### src/digit_board_pkg.sv
package digit_board_pkg;

    // screen position, wide enough for 2048 columns
    typedef logic [10:0] coord_t;
    // one colour channel, 10-bit dac
    typedef logic [9:0]  chan_t;
    // decimal digit from recogniser or switches
    typedef logic [3:0]  digit_t;
    // segments gfedcba, low lights a segment
    typedef logic [6:0]  seg7_t;
    // correct-answer tally
    typedef logic [7:0]  count_t;
    // config register index and write data
    typedef logic [1:0]  cfg_addr_t;
    typedef logic [29:0] cfg_word_t;

    typedef struct packed {
        chan_t red;
        chan_t green;
        chan_t blue;
    } rgb_t;

    // pixel position plus per-pixel flags
    typedef struct packed {
        coord_t x;
        coord_t y;
        logic   active;
        logic   frame_start;
    } vga_pos_t;

    typedef struct packed {
        logic hsync_n;
        logic vsync_n;
        logic blank_n;
    } vga_sync_t;

    // scroller settings
    typedef struct packed {
        coord_t step;
        rgb_t   color_a;
        rgb_t   color_b;
    } scroll_cfg_t;

    // register map of scroll_cfg, index 3 unused
    localparam cfg_addr_t CFG_ADDR_STEP    = 2'd0;
    localparam cfg_addr_t CFG_ADDR_COLOR_A = 2'd1;
    localparam cfg_addr_t CFG_ADDR_COLOR_B = 2'd2;

endpackage

### src/answer_check.sv
`timescale 1ns/1ps

module answer_check import digit_board_pkg::*; (
    input  logic       i_clk,
    input  logic       i_arst_n,
    input  logic [9:0] i_sw,
    input  digit_t     i_digit,
    input  logic       i_digit_valid,
    input  logic       i_identify,
    output digit_t     o_answer,
    output digit_t     o_digit,
    output count_t     o_correct_cnt
);

    localparam count_t CNT_MAX = '1;

    digit_t answer;
    digit_t digit_q;
    digit_t cmp_digit;
    count_t cnt_q;
    logic   hit;

    // highest set switch wins, sw[0] stands for zero
    always_comb begin
        answer = '0;
        for (int i = 1; i < 10; i++) begin
            if (i_sw[i]) begin
                answer = digit_t'(i);
            end
        end
    end

    // a digit arriving with identify is the one compared
    assign cmp_digit = i_digit_valid ? i_digit : digit_q;
    assign hit       = i_identify && (answer == cmp_digit);

    // recogniser result holder
    always_ff @(posedge i_clk or negedge i_arst_n) begin
        if (!i_arst_n) begin
            digit_q <= '0;
        end else if (i_digit_valid) begin
            digit_q <= i_digit;
        end
    end

    // score, stops at 255
    always_ff @(posedge i_clk or negedge i_arst_n) begin
        if (!i_arst_n) begin
            cnt_q <= '0;
        end else if (hit && (cnt_q != CNT_MAX)) begin
            cnt_q <= cnt_q + 1'b1;
        end
    end

    assign o_answer      = answer;
    assign o_digit       = digit_q;
    assign o_correct_cnt = cnt_q;

    // score only ever grows
    a_cnt_monotonic: assert property (@(posedge i_clk) disable iff (!i_arst_n)
        cnt_q >= $past(cnt_q));

endmodule

### src/digit_board_top.sv
`timescale 1ns/1ps

module digit_board_top import digit_board_pkg::*; #(
    parameter int H_ACTIVE     = 640,
    parameter int H_FRONT      = 16,
    parameter int H_SYNC       = 96,
    parameter int H_BACK       = 48,
    parameter int V_ACTIVE     = 480,
    parameter int V_FRONT      = 10,
    parameter int V_SYNC       = 2,
    parameter int V_BACK       = 33,
    parameter int STRIPE_SHIFT = 5
) (
    input  logic       i_clk,
    input  logic       i_arst_n,
    // player and recogniser
    input  logic [9:0] i_sw,
    input  digit_t     i_digit,
    input  logic       i_digit_valid,
    input  logic       i_identify,
    // scroller register writes
    input  logic       i_cfg_we,
    input  cfg_addr_t  i_cfg_addr,
    input  cfg_word_t  i_cfg_wdata,
    // vga pins
    output rgb_t       o_rgb,
    output vga_sync_t  o_sync,
    // seven-segment displays
    output seg7_t      o_hex7,
    output seg7_t      o_hex5,
    output seg7_t      o_hex4,
    output seg7_t      o_hex3
);

    vga_pos_t    pos;
    vga_sync_t   timing_sync;
    scroll_cfg_t cfg;
    digit_t      answer;
    digit_t      digit;
    count_t      correct_cnt;

    // screen scan
    vga_timing #(
        .H_ACTIVE (H_ACTIVE),
        .H_FRONT  (H_FRONT),
        .H_SYNC   (H_SYNC),
        .H_BACK   (H_BACK),
        .V_ACTIVE (V_ACTIVE),
        .V_FRONT  (V_FRONT),
        .V_SYNC   (V_SYNC),
        .V_BACK   (V_BACK)
    ) u_timing (
        .i_clk    (i_clk),
        .i_arst_n (i_arst_n),
        .o_pos    (pos),
        .o_sync   (timing_sync)
    );

    scroll_cfg u_cfg (
        .i_clk       (i_clk),
        .i_arst_n    (i_arst_n),
        .i_cfg_we    (i_cfg_we),
        .i_cfg_addr  (i_cfg_addr),
        .i_cfg_wdata (i_cfg_wdata),
        .o_cfg       (cfg)
    );

    // stripes, offset only watched from outside
    scroll_render #(
        .STRIPE_SHIFT (STRIPE_SHIFT)
    ) u_render (
        .i_clk          (i_clk),
        .i_arst_n       (i_arst_n),
        .i_pos          (pos),
        .i_sync         (timing_sync),
        .i_cfg          (cfg),
        .o_rgb          (o_rgb),
        .o_sync         (o_sync),
        .o_displacement ()
    );

    answer_check u_check (
        .i_clk         (i_clk),
        .i_arst_n      (i_arst_n),
        .i_sw          (i_sw),
        .i_digit       (i_digit),
        .i_digit_valid (i_digit_valid),
        .i_identify    (i_identify),
        .o_answer      (answer),
        .o_digit       (digit),
        .o_correct_cnt (correct_cnt)
    );

    // recognised digit
    seg7_decoder u_hex7 (.i_hex(digit), .o_seg(o_hex7));
    // score, two hex digits
    seg7_decoder u_hex5 (.i_hex(correct_cnt[7:4]), .o_seg(o_hex5));
    seg7_decoder u_hex4 (.i_hex(correct_cnt[3:0]), .o_seg(o_hex4));
    // player's answer
    seg7_decoder u_hex3 (.i_hex(answer), .o_seg(o_hex3));

endmodule

### src/scroll_cfg.sv
`timescale 1ns/1ps

module scroll_cfg import digit_board_pkg::*; (
    input  logic        i_clk,
    input  logic        i_arst_n,
    input  logic        i_cfg_we,
    input  cfg_addr_t   i_cfg_addr,
    input  cfg_word_t   i_cfg_wdata,
    output scroll_cfg_t o_cfg
);

    // defaults: one pixel per frame, white over black
    localparam coord_t STEP_DEFAULT    = coord_t'(1);
    localparam rgb_t   COLOR_A_DEFAULT = '1;
    localparam rgb_t   COLOR_B_DEFAULT = '0;

    scroll_cfg_t cfg_q;

    // write decode
    always_ff @(posedge i_clk or negedge i_arst_n) begin
        if (!i_arst_n) begin
            cfg_q.step    <= STEP_DEFAULT;
            cfg_q.color_a <= COLOR_A_DEFAULT;
            cfg_q.color_b <= COLOR_B_DEFAULT;
        end else if (i_cfg_we) begin
            case (i_cfg_addr)
                CFG_ADDR_STEP: begin
                    // only the low bits carry a step
                    cfg_q.step <= i_cfg_wdata[$bits(coord_t)-1:0];
                end
                CFG_ADDR_COLOR_A: begin
                    cfg_q.color_a <= rgb_t'(i_cfg_wdata);
                end
                CFG_ADDR_COLOR_B: begin
                    cfg_q.color_b <= rgb_t'(i_cfg_wdata);
                end
                default: begin
                    // index 3 has no register
                    cfg_q <= cfg_q;
                end
            endcase
        end
    end

    // settings are a level for the renderer
    assign o_cfg = cfg_q;

endmodule

### src/scroll_render.sv
`timescale 1ns/1ps

module scroll_render import digit_board_pkg::*; #(
    parameter int STRIPE_SHIFT = 5
) (
    input  logic        i_clk,
    input  logic        i_arst_n,
    input  vga_pos_t    i_pos,
    input  vga_sync_t   i_sync,
    input  scroll_cfg_t i_cfg,
    output rgb_t        o_rgb,
    output vga_sync_t   o_sync,
    output coord_t      o_displacement
);

    coord_t displacement;
    coord_t stripe_sum;
    logic   stripe_bit;
    rgb_t   rgb_c;

    // scroll offset, moves once per frame
    // 11-bit add wraps at 2048 on its own
    always_ff @(posedge i_clk or negedge i_arst_n) begin
        if (!i_arst_n) begin
            displacement <= '0;
        end else if (i_pos.frame_start) begin
            displacement <= displacement + i_cfg.step;
        end
    end

    // stripe phase uses the offset before this cycle's update
    assign stripe_sum = i_pos.x + displacement;
    assign stripe_bit = stripe_sum[STRIPE_SHIFT];

    // colour select
    always_comb begin
        if (!i_pos.active) begin
            rgb_c = '0;
        end else if (stripe_bit) begin
            rgb_c = i_cfg.color_a;
        end else begin
            rgb_c = i_cfg.color_b;
        end
    end

    // one register stage, sync delayed alongside
    always_ff @(posedge i_clk or negedge i_arst_n) begin
        if (!i_arst_n) begin
            o_rgb  <= '0;
            o_sync <= '{hsync_n: 1'b1, vsync_n: 1'b1, blank_n: 1'b0};
        end else begin
            o_rgb  <= rgb_c;
            o_sync <= i_sync;
        end
    end

    assign o_displacement = displacement;

    // blank from timing and colour from active must agree after the delay
    a_black_in_blank: assert property (@(posedge i_clk) disable iff (!i_arst_n)
        !o_sync.blank_n |-> (o_rgb == '0));

endmodule

### src/seg7_decoder.sv
`timescale 1ns/1ps

module seg7_decoder import digit_board_pkg::*; (
    input  logic [3:0] i_hex,
    output seg7_t      o_seg
);

    // gfedcba, 0 lights the segment
    always_comb begin
        case (i_hex)
            4'h0: o_seg = 7'b1000000;
            4'h1: o_seg = 7'b1111001;
            4'h2: o_seg = 7'b0100100;
            4'h3: o_seg = 7'b0110000;
            4'h4: o_seg = 7'b0011001;
            4'h5: o_seg = 7'b0010010;
            4'h6: o_seg = 7'b0000010;
            4'h7: o_seg = 7'b1111000;
            4'h8: o_seg = 7'b0000000;
            4'h9: o_seg = 7'b0010000;
            // letters, b and d in lower case
            4'ha: o_seg = 7'b0001000;
            4'hb: o_seg = 7'b0000011;
            4'hc: o_seg = 7'b1000110;
            4'hd: o_seg = 7'b0100001;
            4'he: o_seg = 7'b0000110;
            default: o_seg = 7'b0001110;
        endcase
    end

endmodule

### src/vga_timing.sv
`timescale 1ns/1ps

module vga_timing import digit_board_pkg::*; #(
    parameter int H_ACTIVE = 640,
    parameter int H_FRONT  = 16,
    parameter int H_SYNC   = 96,
    parameter int H_BACK   = 48,
    parameter int V_ACTIVE = 480,
    parameter int V_FRONT  = 10,
    parameter int V_SYNC   = 2,
    parameter int V_BACK   = 33
) (
    input  logic      i_clk,
    input  logic      i_arst_n,
    output vga_pos_t  o_pos,
    output vga_sync_t o_sync
);

    localparam int H_TOTAL      = H_ACTIVE + H_FRONT + H_SYNC + H_BACK;
    localparam int V_TOTAL      = V_ACTIVE + V_FRONT + V_SYNC + V_BACK;
    localparam int H_SYNC_START = H_ACTIVE + H_FRONT;
    localparam int H_SYNC_END   = H_SYNC_START + H_SYNC;
    localparam int V_SYNC_START = V_ACTIVE + V_FRONT;
    localparam int V_SYNC_END   = V_SYNC_START + V_SYNC;

    coord_t x_cnt;
    coord_t y_cnt;
    logic   x_wrap;
    logic   y_wrap;
    logic   active_c;
    logic   hsync_n_c;
    logic   vsync_n_c;

    assign x_wrap = (x_cnt == coord_t'(H_TOTAL - 1));
    assign y_wrap = (y_cnt == coord_t'(V_TOTAL - 1));

    // scan counters, y steps once per line
    always_ff @(posedge i_clk or negedge i_arst_n) begin
        if (!i_arst_n) begin
            x_cnt <= '0;
            y_cnt <= '0;
        end else if (x_wrap) begin
            x_cnt <= '0;
            y_cnt <= y_wrap ? '0 : y_cnt + 1'b1;
        end else begin
            x_cnt <= x_cnt + 1'b1;
        end
    end

    // decode of the current count
    assign active_c  = (x_cnt < coord_t'(H_ACTIVE)) && (y_cnt < coord_t'(V_ACTIVE));
    assign hsync_n_c = !((x_cnt >= coord_t'(H_SYNC_START)) && (x_cnt < coord_t'(H_SYNC_END)));
    assign vsync_n_c = !((y_cnt >= coord_t'(V_SYNC_START)) && (y_cnt < coord_t'(V_SYNC_END)));

    // output stage, one cycle behind the counters
    always_ff @(posedge i_clk or negedge i_arst_n) begin
        if (!i_arst_n) begin
            o_pos  <= '0;
            o_sync <= '{hsync_n: 1'b1, vsync_n: 1'b1, blank_n: 1'b0};
        end else begin
            o_pos.x           <= x_cnt;
            o_pos.y           <= y_cnt;
            o_pos.active      <= active_c;
            o_pos.frame_start <= (x_cnt == '0) && (y_cnt == '0);
            o_sync.hsync_n    <= hsync_n_c;
            o_sync.vsync_n    <= vsync_n_c;
            o_sync.blank_n    <= active_c;
        end
    end

    // counter never leaves the line
    a_x_in_range: assert property (@(posedge i_clk) disable iff (!i_arst_n)
        x_cnt < coord_t'(H_TOTAL));

    // no horizontal sync pulse inside the picture
    a_hsync_idle_active: assert property (@(posedge i_clk) disable iff (!i_arst_n)
        o_pos.active |-> o_sync.hsync_n);

endmodule
### config.mk
export PLATFORM = sky130hd
export DESIGN_NAME = digit_board_top
export DESIGN_NICKNAME = d
export VERILOG_FILES = /design/src/digit_board_pkg.sv /design/src/answer_check.sv /design/src/digit_board_top.sv /design/src/scroll_cfg.sv /design/src/scroll_render.sv /design/src/seg7_decoder.sv /design/src/vga_timing.sv
export SDC_FILE = /design/constraint.sdc
export NUM_CORES = 1
export LEC_CHECK = 0
export BUFFER_PORTS_ARGS = -buffer_cell sky130_fd_sc_hd__buf_2
export CAP_MARGIN = 20
export CORE_MARGIN = 10
export CORE_UTILIZATION = 50
export CTS_CLUSTER_DIAMETER = 40
export DETAILED_ROUTE_END_ITERATION = 6
export HOLD_SLACK_MARGIN = 0.06
export PLACE_DENSITY_LB_ADDON = 0.3
export REMOVE_ABC_BUFFERS = 1
export SLEW_MARGIN = 5
export SYNTH_ARGS = -nofsm -noshare
export SYNTH_HDL_FRONTEND = slang
export SYNTH_HIERARCHICAL = 1
export SYNTH_SLANG_ARGS = --single-unit
### constraint.sdc
create_clock -name i_clk -period 3.3 [get_ports i_clk]
set_clock_uncertainty 0.2 [all_clocks]
set_input_delay 0.495 -clock i_clk [delete_from_list [all_inputs] [get_ports i_clk]]
set_output_delay 0.495 -clock i_clk [all_outputs]
set_load 0.02 [all_outputs]
======== Word-level counts from Yosys, hierarchy flattened ========
Memory sizes are Yosys's and may differ from the RTL's.
Index checks and enable logic that the tools add are counted.
cells by class
  add/subtract/negate cells ............... 5
  order comparisons ....................... 6
  equal/unequal tests ..................... 6
  muxes and demuxes ....................... 14
  reduce and logical (&&, ||, !) cells .... 14
operators with widths
  operator                                                                        count
  30-bit two-way mux                                                              2
  4-bit two-way mux                                                               9
  11-bit by 1-bit adder with 11-bit output, second input constant                 2
  11-bit by 10-bit == test with 1-bit output, second input constant               2
  11-bit zero test                                                                2
  11-bit by 10-bit less-than comparator with 1-bit output, second input constant  2
  11-bit by 9-bit less-than comparator with 1-bit output, second input constant   2
  11-bit two-way mux                                                              2
  11-bit adder                                                                    1
  11-bit by 10-bit >= comparator with 1-bit output, second input constant         1
  11-bit by 9-bit >= comparator with 1-bit output, second input constant          1
  8-bit by 1-bit adder with 8-bit output, second input constant                   1
  8-bit inequality test, second input constant                                    1
  6-bit adder                                                                     1
  1-bit logical AND                                                               6
  2-bit AND reduction                                                             3
  4-bit == test                                                                   1
  2-bit by 1-bit == test with 1-bit output, second input constant                 1
  2-bit == test, second input constant                                            1
  1-bit zero test                                                                 2
  2-bit zero test                                                                 1
  1-bit two-way mux                                                               1
storage, ports and cells
  register bits after elaboration ......... 159
  ROM bits ................................ 448
  bits of input ports ..................... 51
  output and inout bits ................... 61
  memories ................................ 4
memories
  name             depth  bits a word  read ports  clocked after memory_dff  write ports  RTL line            text
  (no name shown)  16     7            1           0                         0            seg7_decoder.sv:10  case (i_hex)
  (no name shown)  16     7            1           0                         0            seg7_decoder.sv:10
  (no name shown)  16     7            1           0                         0            seg7_decoder.sv:10
  (no name shown)  16     7            1           0                         0            seg7_decoder.sv:10

======== Logic depth before layout (Yosys ltp) ========
  depth in word-level cells ............... 12
  gate-level depth with buffers ........... 9
  mapped depth without buffers ............ 9

======== By module ========
Netlist, hierarchy kept.
modules (own cells, without submodules)
  module         instances  cells an instance  area an instance (µm²)  sequential area each (µm²)
  scroll_render  1          252                2808.9                  1103.6
  scroll_cfg     1          152                2680.1                  1815.5
  vga_timing     1          148                1854.3                  1203.7
  seg7_decoder   4          32                 275.3                   0.0
  answer_check   1          64                 730.7                   300.3

======== Worst setup path before layout ========
No wires, ideal clock.
  path kind ............................... input-to-output
  from .................................... in i_sw[2]
  to ...................................... out o_hex3[3]
  arrival ................................. 2269 ps
  data required time ...................... 2605 ps
  setup slack ............................. 336 ps
  stages on the path ...................... 8
  path buffers ............................ 0
  cells stage by stage .................... nand2b_1 > a221oi_4 > o21ai_0 > nand2b_1 > inv_1 > ha_1 > inv_1 > mux4_1
on the way
  cells in the longest elaborated chain, start to end .. 9
RTL lines
  item                             RTL line               text
  start, declared                  digit_board_top.sv:17  input logic [9:0] i_sw,
  4-bit two-way mux (8 in series)  answer_check.sv:27     if (i_sw[i]) begin
  net answer[0]                    digit_board_top.sv:38  digit_t answer;
  memory 16 x 7 bit                --
  end, declared                    digit_board_top.sv:32  output seg7_t o_hex3
The timed path passes the listed nets, and every way through them passes these cells.

======== Worst setup path in the final report ========
Same ends and word-level chain as after synthesis.

==> flow_summary_export.csv <==
group,metric,value,unit
die,fp.dieArea,0.02175,mm2
detailed_routing,drc,0,
die,die_h,147.5,um
power_and_ir_drop,p_int,3.961,mW
detailed_routing,drtAntennaViolNets,0,
cells_and_area,syn2layout_area_growth,15.49,%
timing,timing.setup.tns,0,ns
cells_and_area,regArea,0.003772,mm2
timing,setup_viol,0,
cells_and_area,multi_input_area,0.003996,mm2
grt,antenna_found_initial,0,
detailed_routing,first_pass_iters,6,
cells_and_area,antenna_cells,0,
detailed_routing,vias,5524,
cts,clockBufferDepth,2,
power_and_ir_drop,p_leak,4.307,nW
timing,timing.fmax,0.3177,GHz
timing,setup_ws,0.1519,ns
cells_and_area,fillers,1333,
power_and_ir_drop,clockPowerShare,34.6,%
timing,rsz0062_at_grt,"no",
timing,slew_viol_final,0,
timing,fin_crit,3.148,ns
critical_path,worstPathArrival,2.45,ns
cts,cts_tree,"yes",
logic_synthesis,synth_warnings,6,
power_and_ir_drop,power_density,595.8,mW/mm2
detailed_routing,wl_per_cell,17.70,um
power_and_ir_drop,p_sw,1.630,mW
critical_path,critical_path_class,"in2out",
cts,cts_root_buffer,"clkbuf_16",
critical_path,cp-end-kind,"primary output",
power_and_ir_drop,sw_frac_of_total,29.16,%
cts,cts.clk_slew.worst_paths,0.06,ns
detailed_routing,drt_iter0_drc,265,
die,start_util,51.15,%
detailed_routing,wl,17.74,mm
power_and_ir_drop,p_seq_share,41.8,%
grt,grt_pass1_vias,5853,
critical_path,cp.required,2.60,ns
power_and_ir_drop,p_total,5.591,mW
cts,htree_levels,4,
timing,max_slew_margin,36.58,%
power_and_ir_drop,pwr-share-comb,23.5,%
cts,clock_latency,0.41,ns
placement,dpl_worst_slack,0.1415,ns
timing,tightest_slew,0.9512,ns
hold_path,hp-class,"in2reg",
grt,grt_overflow,0,
cells_and_area,final_cell_mix,"114 x dfrtp_1, 109 x buf_2, 78 x mux2_2, 43 x ha_1, 41 x nand3_1",
cells_and_area,layout_commonest_cell,"dfrtp_1",
placement,place.gp.congestion,0.8236,
grt,grt_usage,16.41,%
status,status,"completed",
placement,dp_hpwl,12.34,mm
critical_path,worstSetupStartpointType,"primary input",
job,cap_viol_max_count,0,
grt,grt_max_degree,84,
cts,cts_sinks,149,
logic_synthesis,syn_inst,668,
placement,port_buffers,110,
power_and_ir_drop,vdd_drop_max,0.4760,mV
cts,numCtsBuffers,17,
cells_and_area,drive_gt1_share,44.66,%
die,core,0.01589,mm2
logic_synthesis,syn_avg_cell_area,12.16,um2
die,num_rows,46,
die,die_w,147.5,um
timing,period_share,95.40,%
logic_synthesis,synth.cell_area,0.008125,mm2
cells_and_area,finalNetCount,868,
critical_path,crit_path_max_fanout,4,
grt,grt_pass1_wl,29.46,mm
timing,hold_viol_final,0,
detailed_routing,detail_route.vias_per_cell,5.513,
die,pin_count,112,
==> path summary, 6_finish.rpt <==
| kind | from | end | slack (ns) | cells after the start |
|---|---|---|---|---|
| min reg2reg | u_timing/o_sync[2] | u_render/o_sync[2] | 0.15 | 0 |
| max reg2reg | u_check/o_correct_cnt[3] | u_check/o_correct_cnt[1] | 0.81 | 6 |
| max in group asynchronous | i_arst_n | u_cfg/o_cfg[60] | 1.52 | 3 |
| min in group asynchronous | i_arst_n | u_render/o_rgb[18] | 0.52 | 2 |
| min | i_cfg_wdata[9] | u_cfg/o_cfg[9] | 0.13 | 2 |
| max | i_sw[2] | o_hex3[3] | 0.15 | 10 |
==> through the flow <==
step | util, % | hold slack [ns] | instances | area, um2
after global placement | 55.21 | 0.1490 | 969 | 8770
after CTS | 59.07 | 0.1118 | 1002 | 9384
after floorplan | - | -0.0005910 | 634 | 7863
final | 59.07 | 0.1317 | 1002 | 9384
after detailed placement | 55.21 | 0.1482 | 969 | 8770
after global routing | 59.07 | 0.1197 | 1002 | 9384
==> what timing repair did <==
| item | 4_1_cts | 5_1_grt |
|---|---|---|
| hold endpoints to repair | 58 | 0 |
| hold buffers | 1 | 0 |
| resized for setup | 0 | 0 |
| buffers inserted | 0 | 0 |
==> state kept, by name, summed over array words and instances, names as in the netlist <==
signal / flops
u_timing/x_cnt: 11
u_render/o_sync: 3
u_render/o_rgb: 30
u_cfg/o_cfg: 66
u_check/o_correct_cnt: 8
u_render/o_displacement: 6
u_timing/o_pos: 8
u_timing/y_cnt: 11
u_timing/o_sync: 2
u_check/o_digit: 4
==> power by group through the flow <==
stage	clock (mW)	combinational [mW]	sequential, mW
global placement	0	1.26	2.35
CTS	1.99	1.33	2.34
finish	1.94	1.32	2.34
detailed placement	0	1.32	2.37
global route	2.07	1.45	2.38
floorplan	0	0.797	2.43
==> per-layer routing <==
metal  GRT usage (%)  share of wire [%]  up-vias
met4           5.699                1.6        0
met3           3.938                4.5       18
met1           20.26                 45     2772
li1                -                  -     2613
met2           27.50                 49      121
met5               0                  0        -
==> critical path, stage by stage <==
cell	delay (ns)
buf_2	0.10
nand2b_1	0.17
a221oi_4	0.33
o21ai_0	0.12
nand2b_1	0.13
inv_1	0.11
ha_1	0.29
inv_1	0.05
mux4_1	0.48
buf_2	0.18
==> cell type report <==
class	count	share of cell area [%]
multi-input combinational	460	42.59
sequential	149	40.20
timing repair buffer	120	6.893
clock buffer	23	5.093
tap	216	2.880
clock inverter	9	1.347
inverter	25	1.000
(Power assumes the default switching activity.)
